--- config.mk ---
export PLATFORM = sky130hd
export DESIGN_NAME = zx_glue_top
export DESIGN_NICKNAME = d
export VERILOG_FILES = /design/src/verilog/zx_audio_pkg.sv /design/src/verilog/zx_bus_pkg.sv /design/src/verilog/ext_int_latch.sv /design/src/verilog/input_ports.sv /design/src/verilog/io_decode.sv /design/src/verilog/sound_ports.sv /design/src/verilog/zx_glue_top.sv
export SDC_FILE = /design/constraint.sdc
export NUM_CORES = 1
export LEC_CHECK = 0
export BUFFER_PORTS_ARGS = -buffer_cell sky130_fd_sc_hd__buf_2
export CORE_ASPECT_RATIO = 0.75
export CORE_MARGIN = 2
export CORE_UTILIZATION = 30
export CTS_CLUSTER_DIAMETER = 60
export DETAILED_ROUTE_END_ITERATION = 10
export GPL_TIMING_DRIVEN = 0
export SETUP_SLACK_MARGIN = 0.5
export SYNTH_ARGS = -nofsm -noshare
export SYNTH_HDL_FRONTEND = slang
export SYNTH_HIERARCHICAL = 1
export SYNTH_SLANG_ARGS = --single-unit
--- constraint.sdc ---
create_clock -name clk_28mhz -period 2.23 [get_ports clk_28mhz]
set_input_delay 0.446 -clock clk_28mhz [delete_from_list [all_inputs] [get_ports clk_28mhz]]
set_output_delay 0.446 -clock clk_28mhz [all_outputs]
set_load 0.01 [all_outputs]
--- src/verilog/zx_audio_pkg.sv ---
package zx_audio_pkg;

  // mixed audio word sent to the dac side
  typedef logic [15:0] audio_t;

  // beeper contribution when port FE bit 4 is set
  localparam audio_t SPEAKER_LEVEL = 16'h4000;

  // tape input contribution, quieter than the beeper
  localparam audio_t TAPE_LEVEL = 16'h1000;

  // covox sample is unsigned 8 bit, scaled up before mixing
  // max is 0x1FE0 so the sum of all three never wraps
  localparam int COVOX_SHIFT = 5;

endpackage

--- src/verilog/zx_bus_pkg.sv ---
package zx_bus_pkg;

  // z80 bus widths
  typedef logic [15:0] addr_t;
  typedef logic [7:0]  data_t;

  // low address byte, the only part used for port decode
  typedef logic [7:0]  port_lo_t;

  // decoded i/o ports (low byte)
  localparam port_lo_t PORT_FE       = 8'hFE;
  localparam port_lo_t PORT_KEMPSTON = 8'h1F;
  localparam port_lo_t PORT_COVOX    = 8'hFB;
  localparam port_lo_t PORT_MOUSE    = 8'hDF;

  // fixed im2 vector put on the bus during interrupt acknowledge
  localparam data_t IM2_VECTOR = 8'hFD;

  // floating bus value
  localparam data_t IDLE_BYTE = 8'hFF;

  // who supplies the byte returned to the cpu
  typedef enum logic [2:0] {
    RD_NONE,
    RD_FE,
    RD_KEMPSTON,
    RD_MOUSE,
    RD_VECTOR
  } rd_src_t;

  // bus cycle tracker states
  // strobe lasts one clock, hold waits for iorq_n to go high
  typedef enum logic [1:0] {
    CYC_IDLE,
    CYC_STROBE,
    CYC_HOLD
  } cyc_state_t;

endpackage

--- src/verilog/ext_int_latch.sv ---
`timescale 1ns/1ps

module ext_int_latch (
  input  logic clk_28mhz,
  input  logic rst,
  input  logic ftint,
  input  logic intack,
  output logic int_n
);
  import zx_bus_pkg::*;

  logic ftint_s1;
  logic ftint_s2;
  logic ftint_d;
  logic fall;
  logic pending;

  // ftint is asynchronous to clk_28mhz
  // sync stages idle high so reset gives no false edge
  always_ff @(posedge clk_28mhz) begin
    if (rst) begin
      ftint_s1 <= 1'b1;
      ftint_s2 <= 1'b1;
      ftint_d  <= 1'b1;
    end else begin
      ftint_s1 <= ftint;
      ftint_s2 <= ftint_s1;
      ftint_d  <= ftint_s2;
    end
  end

  assign fall = ftint_d && !ftint_s2;

  // acknowledge beats a new edge in the same clock
  always_ff @(posedge clk_28mhz) begin
    if (rst || intack) begin
      pending <= 1'b0;
    end else if (fall) begin
      pending <= 1'b1;
    end
  end

  assign int_n = !pending;

endmodule

--- src/verilog/input_ports.sv ---
`timescale 1ns/1ps

module input_ports (
  input  logic                clk_28mhz,
  input  logic                rst,
  input  zx_bus_pkg::rd_src_t rd_src,
  input  zx_bus_pkg::addr_t   cpu_a,
  input  logic [4:0]          keyboard_data,
  input  zx_bus_pkg::data_t   joy_data,
  input  zx_bus_pkg::data_t   mouse_data,
  input  logic                tape_in,
  output zx_bus_pkg::data_t   cpu_di,
  output zx_bus_pkg::data_t   keyboard_addr,
  output logic [2:0]          mouse_addr
);
  import zx_bus_pkg::*;

  data_t fe_byte;
  data_t rd_byte;

  // half-row select comes straight from the upper address byte
  assign keyboard_addr = cpu_a[15:8];

  // mouse register select (x, y, buttons)
  assign mouse_addr = cpu_a[10:8];

  // port FE read: bits 7 and 5 float high
  assign fe_byte = {1'b1, tape_in, 1'b1, keyboard_data};

  always_comb begin
    case (rd_src)
      RD_FE:       rd_byte = fe_byte;
      RD_KEMPSTON: rd_byte = joy_data;
      RD_MOUSE:    rd_byte = mouse_data;
      RD_VECTOR:   rd_byte = IM2_VECTOR;
      default:     rd_byte = IDLE_BYTE;
    endcase
  end

  // registered so the cpu sees a stable byte for the rest of the cycle
  always_ff @(posedge clk_28mhz) begin
    if (rst) begin
      cpu_di <= IDLE_BYTE;
    end else begin
      cpu_di <= rd_byte;
    end
  end

endmodule

--- src/verilog/io_decode.sv ---
`timescale 1ns/1ps

module io_decode (
  input  logic                clk_28mhz,
  input  logic                rst,
  input  zx_bus_pkg::addr_t   cpu_a,
  input  logic                iorq_n,
  input  logic                rd_n,
  input  logic                wr_n,
  input  logic                m1_n,
  output logic                fe_wr,
  output logic                covox_wr,
  output logic                intack,
  output zx_bus_pkg::rd_src_t rd_src
);
  import zx_bus_pkg::*;

  cyc_state_t state;
  port_lo_t   port_lo;
  logic       ack_cyc;
  logic       io_start;
  logic       io_write;

  assign port_lo = cpu_a[7:0];

  // first clock of an i/o or acknowledge cycle
  assign io_start = (state == CYC_IDLE) && !iorq_n;

  // m1_n low together with iorq_n marks an acknowledge, never a write
  assign io_write = io_start && m1_n && !wr_n;

  always_ff @(posedge clk_28mhz) begin
    if (rst) begin
      state    <= CYC_IDLE;
      ack_cyc  <= 1'b0;
      fe_wr    <= 1'b0;
      covox_wr <= 1'b0;
      intack   <= 1'b0;
    end else begin
      // strobes only fire on the idle to strobe step, so one per cycle
      fe_wr    <= io_write && (port_lo == PORT_FE);
      covox_wr <= io_write && (port_lo == PORT_COVOX);
      intack   <= io_start && !m1_n;

      case (state)
        CYC_IDLE: begin
          if (!iorq_n) begin
            state   <= CYC_STROBE;
            ack_cyc <= !m1_n;
          end
        end
        CYC_STROBE: begin
          state <= CYC_HOLD;
        end
        CYC_HOLD: begin
          // cpu may stretch the cycle as long as it likes
          if (iorq_n) begin
            state   <= CYC_IDLE;
            ack_cyc <= 1'b0;
          end
        end
        default: begin
          state   <= CYC_IDLE;
          ack_cyc <= 1'b0;
        end
      endcase
    end
  end

  // read source, valid from strobe through hold
  always_comb begin
    rd_src = RD_NONE;
    if (state != CYC_IDLE) begin
      if (ack_cyc) begin
        if (!iorq_n) begin
          rd_src = RD_VECTOR;
        end
      end else if (!rd_n) begin
        case (port_lo)
          PORT_FE:       rd_src = RD_FE;
          PORT_KEMPSTON: rd_src = RD_KEMPSTON;
          PORT_MOUSE:    rd_src = RD_MOUSE;
          default:       rd_src = RD_NONE;
        endcase
      end
    end
  end

endmodule

--- src/verilog/sound_ports.sv ---
`timescale 1ns/1ps

module sound_ports (
  input  logic                 clk_28mhz,
  input  logic                 rst,
  input  zx_bus_pkg::data_t    cpu_do,
  input  logic                 fe_wr,
  input  logic                 covox_wr,
  input  logic                 tape_in,
  output logic [2:0]           border,
  output logic                 tape_out,
  output zx_audio_pkg::audio_t audio_out
);
  import zx_bus_pkg::*;
  import zx_audio_pkg::*;

  // port FE, only bits 4..0 are implemented
  logic [4:0] fe_reg;
  data_t      covox_smp;
  logic       speaker;
  audio_t     covox_lvl;
  audio_t     spk_lvl;
  audio_t     tape_lvl;

  always_ff @(posedge clk_28mhz) begin
    if (rst) begin
      fe_reg    <= '0;
      covox_smp <= '0;
    end else begin
      if (fe_wr) begin
        fe_reg <= cpu_do[4:0];
      end
      if (covox_wr) begin
        covox_smp <= cpu_do;
      end
    end
  end

  assign border   = fe_reg[2:0];
  assign tape_out = fe_reg[3];
  assign speaker  = fe_reg[4];

  // mixer terms
  assign covox_lvl = audio_t'(covox_smp) << COVOX_SHIFT;
  assign spk_lvl   = speaker ? SPEAKER_LEVEL : '0;
  assign tape_lvl  = tape_in ? TAPE_LEVEL : '0;

  // one clock behind the register update
  always_ff @(posedge clk_28mhz) begin
    if (rst) begin
      audio_out <= '0;
    end else begin
      audio_out <= covox_lvl + spk_lvl + tape_lvl;
    end
  end

endmodule

--- src/verilog/zx_glue_top.sv ---
`timescale 1ns/1ps

module zx_glue_top (
  input  logic                 clk_28mhz,
  input  logic                 rst,
  // z80 bus
  input  zx_bus_pkg::addr_t    cpu_a,
  input  zx_bus_pkg::data_t    cpu_do,
  input  logic                 iorq_n,
  input  logic                 rd_n,
  input  logic                 wr_n,
  input  logic                 m1_n,
  output zx_bus_pkg::data_t    cpu_di,
  output logic                 int_n,
  // keyboard, joystick and mouse
  input  logic [4:0]           keyboard_data,
  input  zx_bus_pkg::data_t    joy_data,
  input  zx_bus_pkg::data_t    mouse_data,
  output zx_bus_pkg::data_t    keyboard_addr,
  output logic [2:0]           mouse_addr,
  // tape, border and sound
  input  logic                 tape_in,
  output logic [2:0]           border,
  output logic                 tape_out,
  output zx_audio_pkg::audio_t audio_out,
  // external interrupt source
  input  logic                 ftint
);

  logic                fe_wr;
  logic                covox_wr;
  logic                intack;
  zx_bus_pkg::rd_src_t rd_src;

  io_decode u_io_decode (
    .clk_28mhz (clk_28mhz),
    .rst       (rst),
    .cpu_a     (cpu_a),
    .iorq_n    (iorq_n),
    .rd_n      (rd_n),
    .wr_n      (wr_n),
    .m1_n      (m1_n),
    .fe_wr     (fe_wr),
    .covox_wr  (covox_wr),
    .intack    (intack),
    .rd_src    (rd_src)
  );

  input_ports u_input_ports (
    .clk_28mhz     (clk_28mhz),
    .rst           (rst),
    .rd_src        (rd_src),
    .cpu_a         (cpu_a),
    .keyboard_data (keyboard_data),
    .joy_data      (joy_data),
    .mouse_data    (mouse_data),
    .tape_in       (tape_in),
    .cpu_di        (cpu_di),
    .keyboard_addr (keyboard_addr),
    .mouse_addr    (mouse_addr)
  );

  sound_ports u_sound_ports (
    .clk_28mhz (clk_28mhz),
    .rst       (rst),
    .cpu_do    (cpu_do),
    .fe_wr     (fe_wr),
    .covox_wr  (covox_wr),
    .tape_in   (tape_in),
    .border    (border),
    .tape_out  (tape_out),
    .audio_out (audio_out)
  );

  ext_int_latch u_ext_int_latch (
    .clk_28mhz (clk_28mhz),
    .rst       (rst),
    .ftint     (ftint),
    .intack    (intack),
    .int_n     (int_n)
  );

endmodule

==> key figures, run 1 <==
Outcome
  – Status: finished, final reports clean

Placement
  – I/O Buffers: 78
  – Placed instance count: 323
  – Routability Congestion: 0.700
  – Post-DP HPWL: 2.71 mm

Yosys
  – Synthesized-area fraction occupied by adder cells: 0.00737
  – Async set-reset flop share out of synthesis: 0
  – Synth top area share: 0.483
  – Synthesized netlist cell count: 165
  – Cell with the most instances after synthesis: dfxtp_1
  – Netlist Area Pre-Place: 0.00170 mm²
  – Post-synth EDFFs: 0
  – Top post-synthesis cells by area: dfxtp_1, mux2i_1, buf_4
  – XOR/XNOR Fraction of Synth Area: 0.0103
  – Main combinational cell family by area after synthesis: simple AND/OR/NAND/NOR gates
  – #FFs+latches synth: 41
  – Synth Area in Compound Gates: 0.0567
  – Yosys warning count: 6
  – Ys flop type: dfxtp_1
  – Sequential area share after synthesis: 0.483
  – Post-synthesis mux area share: 0.127
  – Syn Area/Cell: 10.3 µm²
  – Simple-gate portion of the synthesized area: 0.189
  – Count of cell types in the netlist: 36
  – Post-synth top area cell: dfxtp_1
  – Top cell types by occurrence after synthesis: dfxtp_1, buf_4, nor2_1

Final layout
  – Non-filler cells, final: 340
  – Fill count: 574
  – Reg with most FFs: u_sound_ports/audio_out
  – Largest registers: u_sound_ports/audio_out x10, u_input_ports/cpu_di x8, u_sound_ports/covox_smp x8
  – Share of cells above drive strength 1: 0.551
  – Layout Nets: 319
  – Inserted Diodes: 0
  – Area delta synth->final: 45.5%
  – Max reg flops: 10

Routing
  – First drt pass iteration count: 4
  – Vias per cell: 4.09
  – Routed vias: 1392
  – Initial DRC Count: 35
  – Residual DRC: 0
  – Routed WL: 3.68 mm
  – Detail Route Antenna Nets: 0
  – WL/cell: 10.8 µm

Clock network
  – CTS buffer count: 5
  – Clock sink count: 41
  – Clock Latency Late Sink: 0.28 ns
  – Worst-case clock buffer depth: 2
  – Worst-path clk slew: 0.07 ns
  – TritonCTS clock tree: done
  – Post-cts hold buffer count: 0
  – Root Driver: clkbuf_8
  – H-tree depth: 2

Global route
  – Grt ovf: 0
  – First-pass GRT wire length: 6.18 mm
  – Vias in the first global route: 1345
  – Largest net degree at the start of global routing: 16
  – GRT Total Usage: 0.122
  – Initial antenna violation count: 0

Setup path
  – Arrival @ worst endpoint: 2.20 ns
  – Crit path max-delay cell type: or4_4
  – Crit path max fanout: 7
  – Top delay family on crit path: simple AND/OR/NAND/NOR gates
  – Startpoint types: primary input
  – CP Class: in -> reg
  – CP bufs+invs: 3
  – Max stage delay on crit path: 0.54 ns
  – Critical path capture point type: flop
  – Req. time, crit path: 2.41 ns
  – Worst path cell trace: buf_2 > nand3_2 > or4_4 > nor4b_4 > buf_6 > buf_4 > mux2_4 > a22oi_2 > nand2_1

Floorplanning
  – Core ar.: 0.00541 mm²
  – Die Ht: 69.2 µm
  – Die area: 0.00628 mm²
  – Initial Util: 0.314
  – Top-Level Pins: 93
  – Row count: 23
  – Die Wd: 90.9 µm

STA
  – RSZ-0062 raised after global routing: yes
  – F_max: 495 MHz
  – Worst Skew: 0.00450 ns
  – Min cycle time layout: 2.02 ns
  – Max Slew Vio Count: 0
  – Hold Fails Final Rpt: 0
  – Final Setup Violations: 0
  – Share of the clock period used by the worst path: 0.906

Job
  – Max-Cap Viols: 0

Power
  – Final total power: 1.47 mW
  – VDD IR-drop max: 0.000221 V
  – P per Cell Area: 594 mW/mm²
  – Leak: 1.12 nW

Hold path
  – Hold/Removal Path Class: in -> reg
## power by group
part,total [mW],leakage (nW),switching [mW],internal [mW]
logic,0.154,0.732,0.0671,0.0874
registers,0.745,0.333,0.00392,0.741
clock network,0.568,0.0540,0.242,0.325
total,1.47,1.12,0.313,1.15
## worst reg2reg max path, stage by stage, from the launching register on
cell and delay (ns):
dfxtp_2 0.32, or4_4 0.55, nor4b_4 0.26, buf_6 0.18, buf_4 0.12, mux2_4 0.30, a22oi_2 0.12, nand2_1 0.07
## cell usage in the layout (no fill, tap or decap), types with 2 or more instances in the layout
cell type	count
nand3_1	2
nor3b_1	2
nor2_1	18
nor3_2	2
dfxtp_1	38
dfxtp_2	3
inv_1	4
mux2i_1	16
conb_1	6
buf_6	4
nand4b_1	2
clkbuf_8	5
nand2b_4	2
or2_1	3
buf_4	31
or4_4	2
a22oi_2	4
nand2_1	6
mux2_4	4
o21ai_0	2
buf_2	79
nor2b_1	10
## area by class of cell
class	count	area, µm²	share of cell area
clock buffer	5	68.8	0.0278
inverter	4	15.0	0.00608
sequential	41	825	0.334
buffer	26	201	0.0815
timing repair buffer	88	472	0.191
tap	75	93.8	0.0380
clock inverter	2	35.0	0.0142
multi-input combinational	99	761	0.308
## kinds of logic after synthesis
family,count (synthesis)
simple gates,56
flops,41
fa+ha+maj,1
other cells,1
compound gates,13
mux,21
buf+inv,30
xor+xnor,2
## per-stage QoR
stage,setup slack [ns],TNS [ns],hold WS [ns],instance area [µm²],util
after floorplan,0.144,0,0.382,1750,-
after global placement,-0.0694,-0.268,0.388,2240,0.414
after detailed placement,-0.0821,-0.354,0.394,2240,0.414
after CTS,0.248,0,0.325,2400,0.443
after global routing,0.131,0,0.338,2470,0.457
final,0.209,0,0.334,2470,0.457
## metal layers
| metal | vias up | global-route usage | part of all wire |
|---|---|---|---|
| met2 | 58 | 0.207 | 0.45 |
| met4 | 0 | 0.0354 | 0.0092 |
| li1 | 726 | - | - |
| met3 | 4 | 0.0448 | 0.084 |
| met5 | - | 0 | 0 |
| met1 | 604 | 0.145 | 0.46 |
## worst paths after layout
path	end	startpoint	depth (start not counted)	slack [ns]
hold reg to reg	u_ext_int_latch/pending	u_io_decode/intack	1	0.41
setup reg to reg	u_input_ports/cpu_di[6]	u_io_decode/ack_cyc	7	0.23
setup / recovery	u_input_ports/cpu_di[6]	cpu_a[1]	9	0.21
hold / removal	u_ext_int_latch/ftint_s1	ftint	2	0.33
## repair_timing
item / in CTS / in global routing
cloned: 0 / 0
resized for setup: 8 / 7
endpoints found under the setup margin: 8 / 8
buffers inserted: 4 / 6
pin swaps: 3 / 4
Power figures use the tool's default switching activity.
==> inputs of run 2 (changes only) <==
--- a/config.mk
+++ b/config.mk
@@ -5,6 +5,7 @@
 export SDC_FILE = /design/constraint.sdc
 export NUM_CORES = 1
 export LEC_CHECK = 0
+export ABC_AREA = 1
 export BUFFER_PORTS_ARGS = -buffer_cell sky130_fd_sc_hd__buf_2
 export CORE_ASPECT_RATIO = 0.75
 export CORE_MARGIN = 2
==> run 2 against run 1 <==
Against the previous run: non-clock buffer count is 7 lower; power rose by 3.4%; wire length rose by 15%; count of clock-buffer cells in the layout increased by 2; largest cell class unchanged.
==> key figures, run 2 <==
Yosys
  – Synth top area share: 0.422 (-0.0616)
  – Async set-reset flop share out of synthesis: 0 (unchanged)
  – Top post-synthesis cells by area: dfxtp_1, nand2_1, nor2_1
  – #FFs+latches synth: 41 (unchanged)
  – Netlist Area Pre-Place: 0.00195 mm² (+15%)
  – Sequential area share after synthesis: 0.422 (-0.0616)
  – Top cell types by occurrence after synthesis: nand2_1, nor2_1, dfxtp_1
  – Post-synth top area cell: dfxtp_1
  – Post-synth EDFFs: 0 (unchanged)
  – Syn Area/Cell: 7.26 µm² (-29%)
  – Synthesized netlist cell count: 268 (+62%)
  – Ys flop type: dfxtp_1
  – Count of cell types in the netlist: 27 (-25%)
  – Yosys warning count: 6 (unchanged)
  – Cell with the most instances after synthesis: nand2_1

Floorplanning
  – Initial Util: 0.309 (-0.00438)
  – Top-Level Pins: 93 (unchanged)
  – Row count: 25 (+8.7%)
  – Die Ht: 73.7 µm (+6.6%)
  – Die Wd: 97.0 µm (+6.7%)
  – Die area: 0.00715 mm² (+14%)
  – Core ar.: 0.00629 mm² (+16%)

Clock network
  – Worst-path clk slew: 0.08 ns (about the same)
  – H-tree depth: 2 (unchanged)
  – Post-cts resize count: 2 (-6)
  – Worst-case clock buffer depth: 2 (unchanged)
  – Clock sink count: 41 (unchanged)
  – TritonCTS clock tree: done
  – Clock Latency Late Sink: 0.29 ns (about the same)
  – Root Driver: clkbuf_8
  – Post-cts hold buffer count: 0 (unchanged)
  – Setup Buffers After CTS: 0 (-4)
  – CTS buffer count: 5 (unchanged)

Routing
  – Routed WL: 4.24 mm (+15%)
  – WL/cell: 9.64 µm (-11%)
  – Initial DRC Count: 53 (+51%)
  – Residual DRC: 0 (unchanged)
  – Detail Route Antenna Nets: 0 (unchanged)
  – Vias per cell: 4.13 (+0.81%)
  – Routed vias: 1816 (+30%)
  – First drt pass iteration count: 4 (unchanged)

Final layout
  – Commonest non-fill, non-tap cell in the layout: buf_2
  – Area delta synth->final: 33.1%
  – Share of cells above drive strength 1: 0.379 (-0.172)
  – Largest registers: u_sound_ports/audio_out x10, u_input_ports/cpu_di x8, u_sound_ports/covox_smp x8
  – Max reg flops: 10 (unchanged)
  – Reg with most FFs: u_sound_ports/audio_out
  – Inserted Diodes: 0 (unchanged)
  – Most frequent cells in the layout: buf_2, nand2_1, nor2_1
  – Util after Layout: 0.412 (-0.0448)
  – Layout Nets: 412 (+29%)
  – Non-filler cells, final: 440 (+29%)

Global route
  – GR Layer Usage met3: 0.0438 (-0.00104)
  – GRT Total Usage: 0.124 (+0.00189)
  – Vias in the first global route: 1719 (+28%)
  – Initial antenna violation count: 0 (unchanged)
  – First-pass GRT wire length: 7.20 mm (+17%)
  – Gr busiest metal: met2
  – Largest net degree at the start of global routing: 13 (-3)
  – Grt ovf: 0 (unchanged)
  – Met2 usage: 0.201 (-0.00591)
  – Met1 Use GR: 0.153 (+0.00808)

STA
  – Worst Skew: 0.00620 ns (+0.00170 ns)
  – Final Setup Violations: 0 (unchanged)
  – Hold Fails Final Rpt: 0 (unchanged)
  – Worst hold slack: 0.329 ns (-0.00523 ns)
  – Max Slew Vio Count: 0 (unchanged)
  – Setup TNS: 0 ns (unchanged)
  – Final worst slack: 0.667 ns (+0.458 ns)
  – RSZ-0062 raised after global routing: no
  – F_max: 640 MHz (+29%)
  – Share of the clock period used by the worst path: 0.701 (-0.205)
  – Min cycle time layout: 1.56 ns (-0.458 ns)

Setup path
  – Crit path max-delay cell type: dfxtp_1
  – Most common cell on crit path: nor2_4
  – Critical path capture point type: flop
  – Arrival @ worst endpoint: 1.74 ns (-0.46 ns)
  – R2r setup slk: 0.67 ns (+0.44 ns)
  – CP Class: reg -> reg
  – Worst path cell trace: nor2_4 > nor2_1 > o21ai_1 > nor2_4 > inv_2 > nand3_1 > nor3b_2 > nand2_1
  – Startpoint types: flop
  – Req. time, crit path: 2.40 ns (about the same)
  – Max stage delay on crit path: 0.37 ns (-0.17 ns)
  – Crit path max fanout: 8 (+1)

Placement
  – Setup WS pre-CTS: 0.203 ns (+0.285 ns)
  – I/O Buffers: 78 (unchanged)
  – Routability Congestion: 0.756 (+8.0%)
  – Placed instance count: 432 (+34%)
  – Post-DP HPWL: 3.38 mm (+25%)

Job
  – Max-Cap Viols: 0 (unchanged)

Power
  – P per Cell Area: 586 mW/mm² (-1.3%)
  – Leak: 1.31 nW (+17%)
  – VDD IR-drop max: 0.000212 V (-4.1%)

Outcome
  – Status: finished, final reports clean

Hold path
  – Hold/Removal Path Class: in -> reg
-- run 2: cell type report --
cell class                      instances  area (µm²)
Fill cell                             659        3700
Sequential cell                        41         821
Multi-Input combinational cell        165         791
Timing Repair Buffer                   78         390
Buffer                                 29         225
Inverter                               38         145
Tap cell                               81         101
Clock buffer                            7        86.3
Clock inverter                          1        30.0
-- run 2: path summary, 6_finish.rpt --
kind	depth (start not counted)	from	endpoint
worst max-delay path	8	u_io_decode/state[0]	u_input_ports/cpu_di[7]
worst min register to register	1	u_ext_int_latch/ftint_s1	u_ext_int_latch/ftint_s2
worst min-delay path	2	ftint	u_ext_int_latch/ftint_s1
worst max register to register	8	u_io_decode/state[0]	u_input_ports/cpu_di[7]
-- run 2: report_power, final --
group	switching [mW]	internal [mW]
logic	0.0786	0.0774
clock network	0.250	0.365
registers	0.00464	0.742
total	0.333	1.18
-- run 2: kinds of logic after synthesis --
family / count (synthesis) / share of synthesized area
AO/OA/AOI/OAI: 8 / 0.0322
adder cells (fa/ha/maj): 1 / 0.00643
buffers and inverters: 67 / 0.189
flip-flops: 41 / 0.422
other: 1 / 0.00193
AND/OR/NAND/NOR: 150 / 0.349
-- run 2: per-stage QoR --
step | instance area (µm²) | power (mW)
6_report | 2590 | 1.52
5_1_grt | 2590 | 1.58
3_3_place_gp | 2460 | 0.918
2_1_floorplan | 1960 | 0.852
4_1_cts | 2580 | 1.54
3_5_place_dp | 2460 | 0.920
-- run 2: per-layer routing --
| layer | part of all wire | up-vias | routed length, µm |
|---|---|---|---|
| met2 | 0.43 | 61 | 1820 |
| li1 | - | 971 | - |
| met3 | 0.088 | 5 | 374 |
| met5 | 0 | - | 0 |
| met1 | 0.47 | 779 | 2010 |
| met4 | 0.0090 | 0 | 38 |
-- run 2: critical path, delay by kind of cell, from the launching register on --
kind,cells,cell delay [ns]
compound gates,1,0.13
flops,1,0.37
simple gates,6,0.82
buf+inv,1,0.13
